$ cat src/logic/ttl_reg_pkg.sv
package ttl_reg_pkg;

   //////////////////////////////
   // Address map
   //////////////////////////////

   localparam int ADDR_W = 4;                  // Wishbone word address width
   localparam int IDX_W  = 2;                  // Data register index, up to 4 regs

   // Data registers sit at 0 .. NUM_REGS-1
   localparam logic [ADDR_W-1:0] ADDR_FLAG    = 4'd4;  // Flags 0-3
   localparam logic [ADDR_W-1:0] ADDR_OE      = 4'd5;  // Active-low enables
   localparam logic [ADDR_W-1:0] ADDR_FLAG_HI = 4'd6;  // Flags 4-7

   //////////////////////////////
   // Reset values
   //////////////////////////////

   // Every byte starts with /OE high, so the ports come up dark
   localparam logic [3:0] OE_RESET = 4'b1111;

   //////////////////////////////
   // Access target
   //////////////////////////////

   typedef enum logic [1:0] {
      SEL_NONE,                                // Unmapped, reads zero
      SEL_DATA,                                // 74x273 data byte
      SEL_FLAG,                                // 74x112 flag half
      SEL_OE                                   // Enable register
   } sel_e;

   //////////////////////////////
   // Write word
   //////////////////////////////

   // One J-K command for four flags
   typedef struct packed {
      logic [3:0] j;                           // Upper nibble
      logic [3:0] k;                           // Lower nibble
   } jk_cmd_t;

   // Same bus byte, read as data or as J/K masks
   typedef union packed {
      logic [7:0] byte_val;
      jk_cmd_t    jk;
   } wr_word_u;

endpackage

$ cat src/logic/reg_bus_if.sv
`timescale 1ns/1ps

interface reg_bus_if #(
   parameter int NUM_REGS = 4
);
   import ttl_reg_pkg::*;

   // Command from the front end, valid while wr is high
   logic             wr;          // One-cycle write strobe
   sel_e             sel;         // Decoded target
   logic [IDX_W-1:0] index;       // Data register number
   logic             hi;          // Upper flag half
   wr_word_u         wdata;

   // Read side
   logic [7:0]          reg_rdata;     // Indexed data byte
   logic [NUM_REGS-1:0] oe_rdata;      // Raw /OE bits
   logic [7:0]          flag_rdata;    // Addressed flag half, zero-extended

   modport front (
      output wr, sel, index, hi, wdata,
      input  reg_rdata, oe_rdata, flag_rdata
   );

   modport flags (
      input  wr, sel, hi, wdata,
      output flag_rdata
   );

   modport regs (
      input  wr, sel, index, wdata,
      output reg_rdata, oe_rdata
   );

endinterface

$ cat src/logic/wb_reg_front.sv
`timescale 1ns/1ps

module wb_reg_front #(
   parameter int NUM_REGS = 4
) (
   input  logic                           clk,
   input  logic                           rst,
   input  logic                           wb_cyc,
   input  logic                           wb_stb,
   input  logic                           wb_we,
   input  logic [ttl_reg_pkg::ADDR_W-1:0] wb_adr,
   input  logic [7:0]                     wb_dat_i,
   output logic [7:0]                     wb_dat_o,
   output logic                           wb_ack,
   reg_bus_if.front                       bus
);
   import ttl_reg_pkg::*;

   logic       access;     // Cycle that will be acked on the next edge
   logic [7:0] oe_byte;    // Enable bits padded to a byte
   logic [7:0] rd_byte;

   // No ack pending means this is the first cycle of the access
   assign access = wb_cyc & wb_stb & ~wb_ack;

   //////////////////////////////
   // Address decode
   //////////////////////////////

   always_comb begin
      bus.sel   = SEL_NONE;
      bus.index = wb_adr[IDX_W-1:0];
      bus.hi    = 1'b0;
      if (wb_adr < ADDR_W'(NUM_REGS)) begin
         bus.sel = SEL_DATA;                      // Only populated registers
      end else if (wb_adr == ADDR_FLAG) begin
         bus.sel = SEL_FLAG;
      end else if (wb_adr == ADDR_FLAG_HI) begin
         bus.sel = SEL_FLAG;
         bus.hi  = 1'b1;                          // Flags 4-7
      end else if (wb_adr == ADDR_OE) begin
         bus.sel = SEL_OE;
      end
   end

   // Banks load on the same edge that raises ack
   assign bus.wr    = access & wb_we;
   assign bus.wdata = wr_word_u'(wb_dat_i);

   //////////////////////////////
   // Read mux
   //////////////////////////////

   always_comb begin
      oe_byte               = '0;
      oe_byte[NUM_REGS-1:0] = bus.oe_rdata;
   end

   always_comb begin
      case (bus.sel)
         SEL_DATA: rd_byte = bus.reg_rdata;
         SEL_FLAG: rd_byte = bus.flag_rdata;
         SEL_OE:   rd_byte = oe_byte;
         default:  rd_byte = 8'h00;               // Holes read zero
      endcase
   end

   //////////////////////////////
   // Ack and read data
   //////////////////////////////

   always_ff @(posedge clk) begin
      if (!rst) begin
         wb_ack <= 1'b0;
      end else begin
         wb_ack <= access;                        // Single-cycle pulse
      end
   end

   // Captured with the ack so the master sees it alongside
   always_ff @(posedge clk) begin
      if (access) wb_dat_o <= rd_byte;
   end

endmodule

$ cat src/logic/jk_flag_bank.sv
`timescale 1ns/1ps

module jk_flag_bank (
   input  logic       clk,
   input  logic       rst,
   reg_bus_if.flags   bus,
   output logic [7:0] flag_q
);
   import ttl_reg_pkg::*;

   logic [3:0] cur;       // Addressed half as it stands
   logic [3:0] nxt;       // Half after the J-K command
   logic       flag_wr;

   assign flag_wr = bus.wr & (bus.sel == SEL_FLAG);

   // Pick the four flags the command goes to
   assign cur = bus.hi ? flag_q[7:4] : flag_q[3:0];

   //////////////////////////////
   // 74x112 next state
   //////////////////////////////

   // Q+ = J./Q + /K.Q per bit
   //  J K
   //  0 0  hold
   //  0 1  clear
   //  1 0  set
   //  1 1  toggle
   assign nxt = (bus.wdata.jk.j & ~cur) | (~bus.wdata.jk.k & cur);

   always_ff @(posedge clk) begin
      if (!rst) begin
         flag_q <= '0;
      end else if (flag_wr) begin
         if (bus.hi) begin
            flag_q[7:4] <= nxt;                   // Low half untouched
         end else begin
            flag_q[3:0] <= nxt;                   // High half untouched
         end
      end
   end

   // Readback of the addressed half only
   assign bus.flag_rdata = {4'b0000, cur};

endmodule

$ cat src/logic/octal_reg_bank.sv
`timescale 1ns/1ps

module octal_reg_bank #(
   parameter int NUM_REGS = 4
) (
   input  logic                     clk,
   input  logic                     rst,
   reg_bus_if.regs                  bus,
   output logic [NUM_REGS-1:0][7:0] reg_q,
   output logic [NUM_REGS-1:0]      oe_n
);
   import ttl_reg_pkg::*;

   logic data_wr;
   logic oe_wr;
   logic idx_ok;          // Index names a populated register

   assign data_wr = bus.wr & (bus.sel == SEL_DATA);
   assign oe_wr   = bus.wr & (bus.sel == SEL_OE);
   assign idx_ok  = (int'(bus.index) < NUM_REGS);

   //////////////////////////////
   // 74x273 data bytes
   //////////////////////////////

   always_ff @(posedge clk) begin
      if (!rst) begin
         reg_q <= '0;                             // /CLR clears every byte
      end else if (data_wr && idx_ok) begin
         reg_q[bus.index] <= bus.wdata.byte_val;
      end
   end

   //////////////////////////////
   // Output enables
   //////////////////////////////

   // One /OE bit per byte from the low bits of the written word
   always_ff @(posedge clk) begin
      if (!rst) begin
         oe_n <= OE_RESET[NUM_REGS-1:0];
      end else if (oe_wr) begin
         oe_n <= bus.wdata.byte_val[NUM_REGS-1:0];
      end
   end

   //////////////////////////////
   // Read data
   //////////////////////////////

   always_comb begin
      bus.reg_rdata = 8'h00;
      if (idx_ok) bus.reg_rdata = reg_q[bus.index];   // Guard short banks
   end

   assign bus.oe_rdata = oe_n;

endmodule

$ cat src/logic/port_driver.sv
`timescale 1ns/1ps

module port_driver #(
   parameter int NUM_REGS   = 4,
   parameter bit INVERT_OUT = 1'b0
) (
   input  logic                     clk,
   input  logic                     rst,
   input  logic [NUM_REGS-1:0][7:0] reg_q,
   input  logic [NUM_REGS-1:0]      oe_n,
   output logic [NUM_REGS-1:0][7:0] port_q,
   output logic [NUM_REGS-1:0]      port_en
);

   logic [NUM_REGS-1:0][7:0] drive;     // Next value of each output byte

   //////////////////////////////
   // 74x574 / 74x564 stage
   //////////////////////////////

   always_comb begin
      for (int i = 0; i < NUM_REGS; i++) begin
         drive[i] = INVERT_OUT ? ~reg_q[i] : reg_q[i];   // 564 inverts
         // Gate after the inverter so a dark byte is always zero
         if (oe_n[i]) drive[i] = 8'h00;
      end
   end

   always_ff @(posedge clk) begin
      if (!rst) begin
         port_q  <= '0;
         port_en <= '0;                           // All bytes released
      end else begin
         port_q  <= drive;
         port_en <= ~oe_n;                        // Stands in for the tri-state
      end
   end

endmodule

$ cat src/logic/ttl_reg_top.sv
`timescale 1ns/1ps

module ttl_reg_top #(
   parameter int NUM_REGS   = 4,
   parameter bit INVERT_OUT = 1'b0
) (
   input  logic                           clk,
   input  logic                           rst,
   // Wishbone classic slave
   input  logic                           wb_cyc,
   input  logic                           wb_stb,
   input  logic                           wb_we,
   input  logic [ttl_reg_pkg::ADDR_W-1:0] wb_adr,
   input  logic [7:0]                     wb_dat_i,
   output logic [7:0]                     wb_dat_o,
   output logic                           wb_ack,
   // Card outputs
   output logic [NUM_REGS-1:0][7:0]       port_q,
   output logic [NUM_REGS-1:0]            port_en,
   output logic [7:0]                     flags_out
);

   logic [NUM_REGS-1:0][7:0] reg_q;     // Bank contents to the output stage
   logic [NUM_REGS-1:0]      oe_n;

   reg_bus_if #(.NUM_REGS(NUM_REGS)) bus_if ();

   //////////////////////////////
   // Bus side
   //////////////////////////////

   wb_reg_front #(.NUM_REGS(NUM_REGS)) u_front (
      .clk      (clk),
      .rst      (rst),
      .wb_cyc   (wb_cyc),
      .wb_stb   (wb_stb),
      .wb_we    (wb_we),
      .wb_adr   (wb_adr),
      .wb_dat_i (wb_dat_i),
      .wb_dat_o (wb_dat_o),
      .wb_ack   (wb_ack),
      .bus      (bus_if.front)
   );

   //////////////////////////////
   // Register banks
   //////////////////////////////

   jk_flag_bank u_flags (
      .clk    (clk),
      .rst    (rst),
      .bus    (bus_if.flags),
      .flag_q (flags_out)                         // Straight to the pins
   );

   octal_reg_bank #(.NUM_REGS(NUM_REGS)) u_regs (
      .clk   (clk),
      .rst   (rst),
      .bus   (bus_if.regs),
      .reg_q (reg_q),
      .oe_n  (oe_n)
   );

   // Output stage adds one cycle after the ack
   port_driver #(
      .NUM_REGS   (NUM_REGS),
      .INVERT_OUT (INVERT_OUT)
   ) u_port (
      .clk     (clk),
      .rst     (rst),
      .reg_q   (reg_q),
      .oe_n    (oe_n),
      .port_q  (port_q),
      .port_en (port_en)
   );

endmodule

$ cat config.mk
export PLATFORM = sky130hd
export DESIGN_NAME = ttl_reg_top
export DESIGN_NICKNAME = d
export VERILOG_FILES = /design/src/logic/ttl_reg_pkg.sv /design/src/logic/reg_bus_if.sv /design/src/logic/wb_reg_front.sv /design/src/logic/jk_flag_bank.sv /design/src/logic/octal_reg_bank.sv /design/src/logic/port_driver.sv /design/src/logic/ttl_reg_top.sv
export SDC_FILE = /design/constraint.sdc
export NUM_CORES = 1
export LEC_CHECK = 0
export BUFFER_PORTS_ARGS = -buffer_cell sky130_fd_sc_hd__buf_4
export CAP_MARGIN = 20
export CORE_ASPECT_RATIO = 1.2
export CORE_MARGIN = 2
export CORE_UTILIZATION = 55
export DETAILED_ROUTE_END_ITERATION = 10
export PLACE_DENSITY = 0.8
export SYNTH_ARGS = -nofsm -noshare
export SYNTH_HDL_FRONTEND = slang
export SYNTH_SLANG_ARGS = --single-unit
$ cat constraint.sdc
create_clock -name clk -period 3.55 [get_ports clk]
set_input_delay 0.5325 -clock clk [delete_from_list [all_inputs] [get_ports clk]]
set_output_delay 0.5325 -clock clk [all_outputs]
set_load 0.005 [all_outputs]
Word level (Yosys, flattened, before mapping)
Cells that the tools add are included.
{ "op_classes": {"n_eq_ne": 6, "order_cmp": 3, "mux": 14, "bitwise_logic": 15, "n_reduce_logical": 7} }
{ "ops": {"columns": ["op", "n"], "rows": [
  ["32-bit bitwise mux", 1],
  ["8-bit one-hot mux with 3 select lines", 1],
  ["8-bit binary-select mux with 2-bit select", 1],
  ["8-bit demux with 2-bit select", 1],
  ["8-bit 2-to-1 mux", 2],
  ["4-bit by 3-bit == test with 1-bit output, second input constant", 3],
  ["4-bit inverter", 3],
  ["4-bit AND", 2],
  ["2-bit 2-to-1 mux", 4],
  ["2-bit OR reduction", 4],
  ["1-bit AND", 6],
  ["2-bit == test, second input constant", 2],
  ["4-bit by 3-bit < comparator with 1-bit output, second input constant", 1],
  ["4-bit 2-to-1 mux", 1],
  ["4-bit OR", 1],
  ["2-bit AND reduction", 2],
  ["2-bit by 3-bit < comparator with 1-bit output, second input constant", 1],
  ["1-bit 2-to-1 mux", 3],
  ["1-bit inverter", 3],
  ["2-bit by 1-bit == test with 1-bit output, second input constant", 1],
  ["2-bit by 1-bit >= comparator with 1-bit output, second input constant", 1],
  ["1-bit logical AND", 1]
]} }
{ "totals": {"elab_cells": 59, "inputBits": 17, "reg_bits": 89} }

Logic depth before layout (Yosys ltp)
Gate-level depths: netlist (run 1).
{ "depth": {"word_depth": 8, "mapped_depth": 6, "mapped_depth_nobuf": 4} }

Cells and area by module
From an unflattened synthesis (run 1), not the netlist that was laid out.
{ "unflattened": {"hier_cells": 303, "hier_area_um2": 3647.2} }
{ "modules_own_cells": {"columns": ["mod", "instances", "seq_area_each_um2", "cells_each", "area_each_um2"], "rows": [
  ["octal_reg_bank", 1, 720.7, 146, 1632.8],
  ["port_driver", 1, 720.7, 75, 1061.0],
  ["wb_reg_front", 1, 260.2, 44, 559.3],
  ["jk_flag_bank", 1, 160.2, 38, 394.1]
]} }

Least setup slack after synthesis (run 1)
Ideal clock, no wire load.
{ "synth_timing": {"kind": "input to register", "start": "in wb_adr[0] in the netlist's numbering", "end": "reg u_front.wb_dat_o[0], data pin", "t_required_ns": 3.296, "setup_slack_ns": 1.649, "setup_time_ns": 0.254, "stages": 5, "t_arrival_ns": 1.647, "cell_sequence": "buf_2 buf_2 mux4_2 mux2i_1 nor2_1"} }
{ "synth_between": {"elab_chain_len": 7, "word_cells_on_any_way": 18, "cone_classes": "order compare (1); eq/ne (6); mux (11)"} }
{ "synth_lines": {"columns": ["item", "line_no", "rtl"], "rows": [
  ["start: declaration", "ttl_reg_top.sv:13", "input logic [ttl_reg_pkg::ADDR_W-1:0] wb_adr,"],
  ["4-bit by 3-bit == test with 1-bit output", "wb_reg_front.sv:41", "end else if (wb_adr == ADDR_OE) begin"],
  ["2-bit 2-to-1 mux", "wb_reg_front.sv:41", null],
  ["2-bit 2-to-1 mux", "wb_reg_front.sv:38", "end else if (wb_adr == ADDR_FLAG_HI) begin"],
  ["2-bit 2-to-1 mux", "wb_reg_front.sv:36", "end else if (wb_adr == ADDR_FLAG) begin"],
  ["2-bit 2-to-1 mux", "wb_reg_front.sv:34", "if (wb_adr < ADDR_W'(NUM_REGS)) begin"],
  ["2-bit == test or 2-bit by 1-bit == test with 1-bit output (tied branches)", "wb_reg_front.sv:60", "case (bus.sel)"],
  ["8-bit one-hot mux with 3 select lines *", "wb_reg_front.sv:60", null],
  ["end signal: assignment", "wb_reg_front.sv:82", "if (access) wb_dat_o <= rd_byte;"],
  ["end: declaration", "wb_reg_front.sv:13", "output logic [7:0] wb_dat_o,"]
]} }
Mark *: on every way between the ends. The rest lies on a longest branch, timed or not. The select of a mux whose other input is x is not followed.
A chain may end at the register's enable or synchronous reset.

Worst setup path after layout (run 1)
{ "layout_timing": {"start": "reg u_front.wb_ack", "end": "reg u_regs.reg_q[19] in the netlist's numbering"} }
{ "layout_between": {"elab_chain_len": 4} }
{ "layout_lines": {"columns": ["item", "line_no", "rtl"], "rows": [
  ["start: declaration", "wb_reg_front.sv:14", "output logic wb_ack,"],
  ["start signal: assignment", "wb_reg_front.sv:76", "wb_ack <= access;"],
  ["1-bit inverter", "wb_reg_front.sv:24", "assign access = wb_cyc & wb_stb & ~wb_ack;"],
  ["1-bit AND", "wb_reg_front.sv:24", null],
  ["1-bit AND", "wb_reg_front.sv:47", "assign bus.wr = access & wb_we;"],
  ["1-bit AND", "octal_reg_bank.sv:18", "assign data_wr = bus.wr & (bus.sel == SEL_DATA);"],
  ["end signal: indexed assignment", "octal_reg_bank.sv:30", "reg_q[bus.index] <= bus.wdata.byte_val;"],
  ["end: declaration", "octal_reg_bank.sv:9", "output logic [NUM_REGS-1:0][7:0] reg_q,"]
]} }
No other way between the ends.

==> run metrics, run 1 <==
kind of capture point of the worst setup path register; Setup Crit Path Kind reg2reg; aggregate negative setup slack 0 ns; Core ar. 0.00597 sq mm; Period minus WS final 1.89 ns; cells traversed along the worst timing path and4b_1 > nand4b_1 > nand3_1 > o21ai_0; I/O pin count 70; worst reg-to-reg path cell count 4; hold path endpoint u_regs.bus.oe_rdata[1]; number of hold buffers added after CTS 0; average wire per standard cell 15.1 microns; hold depth 3; gate family responsible for the most delay along the worst path simple AND/OR/NAND/NOR gates; Syn Nets 319; required arrival time at the worst endpoint 3.76 ns; clk_skew 0.00806 ns; YS warnings 0; synthesized instance count 302; hold crit path type in2reg; via-per-instance ratio 5.12; number of buffers between clock root and the deepest sink 2; met2 global-route usage 34.1%; CP max stage cell sky130_fd_sc_hd__nand4b_1; post-cts sizing count 0; number of distinct standard cells referenced by the synthesized netlist 32; clock sink count 89; clock edge transition at the registers on the reported setup and hold paths 0.09 ns; total routing usage reported by global routing 21.6%; setup repair after global routing missed its margin false; Post-DRT Antenna Nets 0; number of buffer and inverter instances along the worst setup path 0; result of the run complete, no violations; first-iteration detailed-routing DRC count 128; Crit Reg-Reg Endpoint u_regs.reg_q[19]; die width 75.3 microns; Critical Path Source Type register; transition time at the pin with the least slew margin 0.777 ns; height of the chip 89.5 microns; area share of the largest cell type after synthesis 48.4%; relative slew slack 48.0%; worst-path maximum fanout 16; count of inserted antenna diode cells 0; wire length of the first global-routing pass 10600 microns; grt met1 use 28.7%; Initial Util 56.1%; Core Rows 31; later-pin clock latency in the skew report 0.35 ns; GPL Wtd Cong 0.842; worst r2r src u_front.wb_ack; number of levels the H-tree was split into 3; first-pass iteration count of the detailed router 4; Register-to-Register Setup Slack 1.66 ns; most frequent standard cell in the layout excluding fill and tap cells sky130_fd_sc_hd__dfxtp_1; final worst path period share 53.1%; total of flip-flops plus latches after synthesis 89; Syn-to-layout area delta 21.9%; setup violators final 0; leakage component of the power 1.78 nW; Post-CTS Setup Bufs 0; arrival time worst endpoint 2.10 ns; Slowest Stage Delay on Critical Path 0.55 ns; number of vias in the routed layout 2305; hold violation count in the final report 0; final WL 6780 microns; cell types with the largest area share after synthesis sky130_fd_sc_hd__dfxtp_1 48%, sky130_fd_sc_hd__mux2i_1 9.0%, sky130_fd_sc_hd__and2_1 7.3%; Layout Nets 380; most crowded layer after global routing met2; final-report max-slew violation count 0; part of the Yosys area used for sequential elements 55.5%; number of maximum-capacitance violations 0; number of global-route vias before repair 2060; share of layout cells above drive strength 1 26.4%; HPWL after detailed placement 4900 microns; final global-route overflow total 0; pin count of the biggest net entering global routing 58; clock tree from TritonCTS yes; initial antenna violation count 0; Post-Synthesis Mean Instance Area 11.1 sq um; M3 GR Usage 3.61%; total power per unit cell area 439 mW/mm^2; Residual DRC 0; Port Buffers 69; CTS root buf sky130_fd_sc_hd__clkbuf_8; combined area of all synthesized cells 0.00335 sq mm; Worst Hold Launch wb_dat_i[1]; Max rail drop VDD 0.314 mV; die area 0.00674 sq mm; Yosys top cell by area sky130_fd_sc_hd__dfxtp_1; number of clock buffers inserted by TritonCTS 9; Max Fclk 0.530 GHz; utilization after layout 68.4%; commonest non-fill, non-tap cells in the layout 81 x sky130_fd_sc_hd__dfxtp_1, 69 x sky130_fd_sc_hd__buf_4, 39 x sky130_fd_sc_hd__and2_1
==> Yosys cell counts <==
cell type	count
sky130_fd_sc_hd__or3_1	1
sky130_fd_sc_hd__o211ai_1	2
sky130_fd_sc_hd__buf_2	6
sky130_fd_sc_hd__nand3_1	17
sky130_fd_sc_hd__nor4b_2	1
sky130_fd_sc_hd__mux2i_1	30
sky130_fd_sc_hd__mux4_2	8
sky130_fd_sc_hd__edfxtp_1	8
sky130_fd_sc_hd__and2_1	39
sky130_fd_sc_hd__inv_1	2
sky130_fd_sc_hd__dfxtp_1	81
sky130_fd_sc_hd__buf_1	1
sky130_fd_sc_hd__nor3b_1	4
sky130_fd_sc_hd__clkbuf_1	11
sky130_fd_sc_hd__a21oi_1	2
sky130_fd_sc_hd__nand4_1	1
sky130_fd_sc_hd__o2bb2ai_1	4
sky130_fd_sc_hd__nor2b_1	21
sky130_fd_sc_hd__buf_4	1
sky130_fd_sc_hd__nor4bb_1	1
sky130_fd_sc_hd__nor3_1	1
sky130_fd_sc_hd__a21boi_1	1
sky130_fd_sc_hd__o21ai_0	18
sky130_fd_sc_hd__buf_6	1
sky130_fd_sc_hd__nand2_1	16
sky130_fd_sc_hd__o21a_1	5
sky130_fd_sc_hd__nor2_1	8
sky130_fd_sc_hd__nor2_2	1
sky130_fd_sc_hd__nand4b_1	2
sky130_fd_sc_hd__nand3_2	2
sky130_fd_sc_hd__a21boi_0	5
sky130_fd_sc_hd__and4b_1	1
==> layout make-up <==
class,instances,area (sq um)
Clock buffer,10,128
Clock inverter,6,73.8
Fill cell,483,1890
Inverter,2,7.51
Multi-Input combinational cell,191,1390
Sequential cell,89,1860
Tap cell,82,103
Timing Repair Buffer,70,523
==> where the power goes <==
group	switching, W	total [W]	internal (W)
Clock	0.000355	0.000690	0.000335
Combinational	0.0000470	0.0000838	0.0000368
Sequential	0.00000303	0.00102	0.00102
Total	0.000405	0.00179	0.00139
==> kinds of logic (layout without fill, tap and decap cells) <==
| kind of cell | after synthesis | in the layout | synth area share, % |
|---|---|---|---|
| AO/OA/AOI/OAI | 37 | 37 | 6.94 |
| multiplexers | 38 | 38 | 14.3 |
| AND/OR/NAND/NOR | 116 | 116 | 20.2 |
| flip-flops | 89 | 89 | 55.5 |
| buffers and inverters | 22 | 88 | 3.02 |
==> worst max-delay path by stage <==
stage | start | to | slack, ns | depth (start not counted)
after global routing | u_front.wb_ack | u_regs.reg_q[19] | 1.48 | 4
after detailed placement | wb_adr[0] | u_flags.flag_q[4] | 1.17 | 5
after CTS | wb_adr[0] | u_flags.flag_q[4] | 1.54 | 5
after global placement | wb_adr[0] | u_flags.flag_q[2] | 1.22 | 5
final | u_front.wb_ack | u_regs.reg_q[19] | 1.66 | 4
after floorplan | wb_adr[0] | u_front.wb_dat_o[0] | 1.65 | 5
==> worst reg2reg max path, delay by kind of cell, from the launching register on <==
| family | cells | cell delay, ns |
|---|---|---|
| AO/OA/AOI/OAI | 1 | 0.11 |
| AND/OR/NAND/NOR | 3 | 1.32 |
| flip-flops | 1 | 0.33 |
==> routing by layer <==
layer / vias up / routed length (microns)
met5: - / 0
met4: 0 / 112
met3: 7 / 352
met2: 65 / 3310
met1: 1065 / 3010
li1: 1168 / -
==> flip-flops by register name, summed over array words and instances (netlist names) <==
| signal | flops |
|---|---|
| u_regs.bus.oe_rdata | 4 |
| u_port.port_q | 32 |
| u_front.wb_dat_o | 8 |
| u_port.port_en | 4 |
| u_front.wb_ack | 1 |
| u_flags.flag_q | 8 |
| u_regs.reg_q | 32 |
==> through the flow <==
step	instance area, sq um	std cells	hold WS, ns	total power (W)	worst slack, ns
6_report	4090	450	0.475	0.00179	1.66
3_3_place_gp	3880	433	0.468	0.00113	1.22
5_1_grt	4090	450	0.473	0.00186	1.48
4_1_cts	4080	449	0.459	0.00181	1.54
3_5_place_dp	3880	433	0.480	0.00113	1.17
2_1_floorplan	3350	302	0.447	0.00109	1.65
Note: power is estimated with default switching activity, not from simulation.
==> inputs of run 2 (changes only) <==
Settings changed: ABC_AREA set to 1, CORE_UTILIZATION 55 to 54, PLACE_DENSITY 0.8 to 0.79.
Clock period 3.55 ns to 1.8 ns, I/O delays scaled along.
==> run 2 against run 1 <==
  * Global-route usage grew 3.5 points
  * Largest cell class unchanged
  * Power grew 96%
  * Sequential power is 97% higher
  * Core utilization is 0.69 points higher
  * Cell area up 3.0%
  * Flip-flop and latch count unchanged
  * Critical path depth up 2
  * Critical endpoint is now u_regs.reg_q[3]
  * Clock power is 90% higher
==> run metrics, run 2 <==
cell with the most instances after synthesis sky130_fd_sc_hd__dfxtp_1; Flop pwr share 57.1%; pin count of the biggest net entering global routing 20; CTS root buf sky130_fd_sc_hd__clkbuf_8; final WL 8370 microns; required arrival time at the worst endpoint 2.04 ns; relative slew slack 68.2%; later-pin clock latency in the skew report 0.35 ns; Seq. cell area 0.00186 sq mm; aggregate negative setup slack 0 ns; total routing usage reported by global routing 25.1%; I/O pin count 70; most frequent standard cell in the layout excluding fill and tap cells sky130_fd_sc_hd__dfxtp_1; setup violators final 0; final-report max-slew violation count 0; Critical Path Source Type register; final worst path period share 81.8%; number of clock buffers inserted by TritonCTS 9; Core ar. 0.00609 sq mm; arrival time worst endpoint 1.72 ns; transition time at the pin with the least slew margin 0.473 ns; hold violation count in the final report 0; combinational cell fraction of total power 5.6%; hold crit path type in2reg; combined area of all synthesized cells 0.00344 sq mm; number of hold buffers added after CTS 0; leading cell types by count after synthesis 81 x sky130_fd_sc_hd__dfxtp_1, 65 x sky130_fd_sc_hd__nand3_1, 64 x sky130_fd_sc_hd__inv_1; Max rail drop VDD 0.613 mV; GPL Wtd Cong 0.871; number of buffers between clock root and the deepest sink 2; Post-CTS Setup Bufs 0; Sw Ratio 24.4%; YS warnings 0; setup repair after global routing missed its margin false; commonest non-fill, non-tap cells in the layout 81 x sky130_fd_sc_hd__dfxtp_1, 74 x sky130_fd_sc_hd__buf_4, 65 x sky130_fd_sc_hd__nand3_1; number of levels the H-tree was split into 3; part of the Yosys area used for sequential elements 54.1%; die width 76.9 microns; fillcell total 515; number of distinct standard cells referenced by the synthesized netlist 22; clock tree from TritonCTS yes; post-cts sizing count 0; worst hold slack 0.177 ns; Layout Nets 515; synthesized instance count 424; clk_skew 0.00856 ns; Internal 0.00266 W; final global-route overflow total 0; switching power summed over all nets 0.000859 W; Slowest Stage Delay on Critical Path 0.32 ns; via-per-instance ratio 5.24; proportion of power drawn by the clock network 37.2%; result of the run complete, no violations; registers with the highest flip-flop counts u_port.port_q x32, u_regs.reg_q x32; Syn Nets 441; die area 0.00703 sq mm; number of flops mapped to enable cells by yosys 8; total of flip-flops plus latches after synthesis 89; initial antenna violation count 0; HPWL after detailed placement 6140 microns; first-pass iteration count of the detailed router 5; number of vias in the routed layout 3066; clock sink count 89; Setup Crit Path Kind reg2reg; utilization after layout 69.1%; share of layout cells above drive strength 1 20.9%; count of inserted antenna diode cells 0; clock edge transition at the registers on the reported setup and hold paths 0.09 ns; average wire per standard cell 14.3 microns; Initial Util 56.5%; Max Fclk 0.679 GHz; Period minus WS final 1.47 ns; number of maximum-capacitance violations 0; Port Buffers 69; worst-path maximum fanout 14; Yosys top cell by area sky130_fd_sc_hd__dfxtp_1; wire length of the first global-routing pass 13800 microns; area of the multi-input gates 0.00124 sq mm; cells traversed along the worst timing path clkinv_1 > nand4_2 > nor2_4 > nand2_1 > nand2_1 > a21oi_1; kind of capture point of the worst setup path register; number of global-route vias before repair 3004; cell types with the largest area share after synthesis sky130_fd_sc_hd__dfxtp_1 47%, sky130_fd_sc_hd__nand3_1 9.4%, sky130_fd_sc_hd__edfxtp_1 7.0%; crit-path most repeated cell sky130_fd_sc_hd__nand2_1; CP max stage cell sky130_fd_sc_hd__dfxtp_1; area share of the largest cell type after synthesis 47.1%; Primary FF master, synth sky130_fd_sc_hd__dfxtp_1; height of the chip 91.5 microns; Post-DRT Antenna Nets 0; share of flip-flops with an asynchronous set or reset 0%; Residual DRC 0; Syn-to-layout area delta 22.2%; total power per unit cell area 837 mW/mm^2; Post-Synthesis Mean Instance Area 8.12 sq um; Core Rows 31; leakage component of the power 1.75 nW; first-iteration detailed-routing DRC count 217
-- run 2: cell count changes after synthesis, sizes merged, moves of 16 or more --
cell	change
a21oi	+34
nand3	+46
nor2b	-21
nor2	+49
inv	+66
nand2	+53
o22ai	+16
and2	-39
o21ai	-18
mux2i	-30
-- run 2: power groups by stage --
| stage | clock, W | combinational [W] | sequential [W] |
|---|---|---|---|
| 2_1_floorplan | 0 | 0.000107 | 0.00206 |
| 3_3_place_gp | 0 | 0.000191 | 0.00206 |
| 3_5_place_dp | 0 | 0.000193 | 0.00206 |
| 4_1_cts | 0.00132 | 0.000195 | 0.00201 |
| 5_1_grt | 0.00140 | 0.000213 | 0.00201 |
| 6_report | 0.00131 | 0.000198 | 0.00201 |
-- run 2: logic make-up (layout without fill, tap and decap cells) --
| group | after synthesis | in the layout | synth area share (%) |
|---|---|---|---|
| AO/OA/AOI/OAI | 60 | 60 | 9.88 |
| flip-flops | 89 | 89 | 54.1 |
| buffers and inverters | 81 | 160 | 10.0 |
| AND/OR/NAND/NOR | 194 | 194 | 26.0 |
-- run 2: layout make-up --
class,count,area share (%)
clock buffer,11,3.63
clock inverter,5,0.862
inverter,70,6.24
multi-input combinational,254,29.4
sequential,89,44.2
tap,82,2.44
timing repair buffer,74,13.2
-- run 2: metal layers --
metal	part of all wire [%]	track usage, %	routed length [microns]	up-vias
met2	51	43.9	4280	112
met1	40	29.4	3380	1420
met3	6.1	3.98	513	20
met4	2.4	13.0	204	0
li1	-	-	-	1514
met5	0	0	0	-
-- run 2: worst max-delay path, delay by kind of cell (launching register included) --
| family | cells | cell delay [ns] |
|---|---|---|
| simple gates | 4 | 0.91 |
| flops | 1 | 0.32 |
| compound gates | 1 | 0.07 |
| buf+inv | 1 | 0.06 |
-- run 2: worst paths after layout --
check / slack [ns] / startpoint / to / cells past startpoint
worst max-delay path: 0.33 / u_front.wb_ack / u_regs.reg_q[3] / 6
worst min-delay path: 0.18 / rst / u_regs.bus.oe_rdata[2] / 2
worst max register to register: 0.33 / u_front.wb_ack / u_regs.reg_q[3] / 6
worst min register to register: 0.46 / u_regs.reg_q[29] / u_port.port_q[29] / 2
-- run 2: through the flow --
step,std cells,cell area [sq um],total power [W],setup slack [ns]
3_5_place_dp,569,4020,0.00225,0.262
5_1_grt,585,4210,0.00363,0.186
4_1_cts,585,4210,0.00353,0.344
3_3_place_gp,569,4020,0.00225,0.299
2_1_floorplan,424,3440,0.00217,0.529
6_report,585,4210,0.00352,0.327
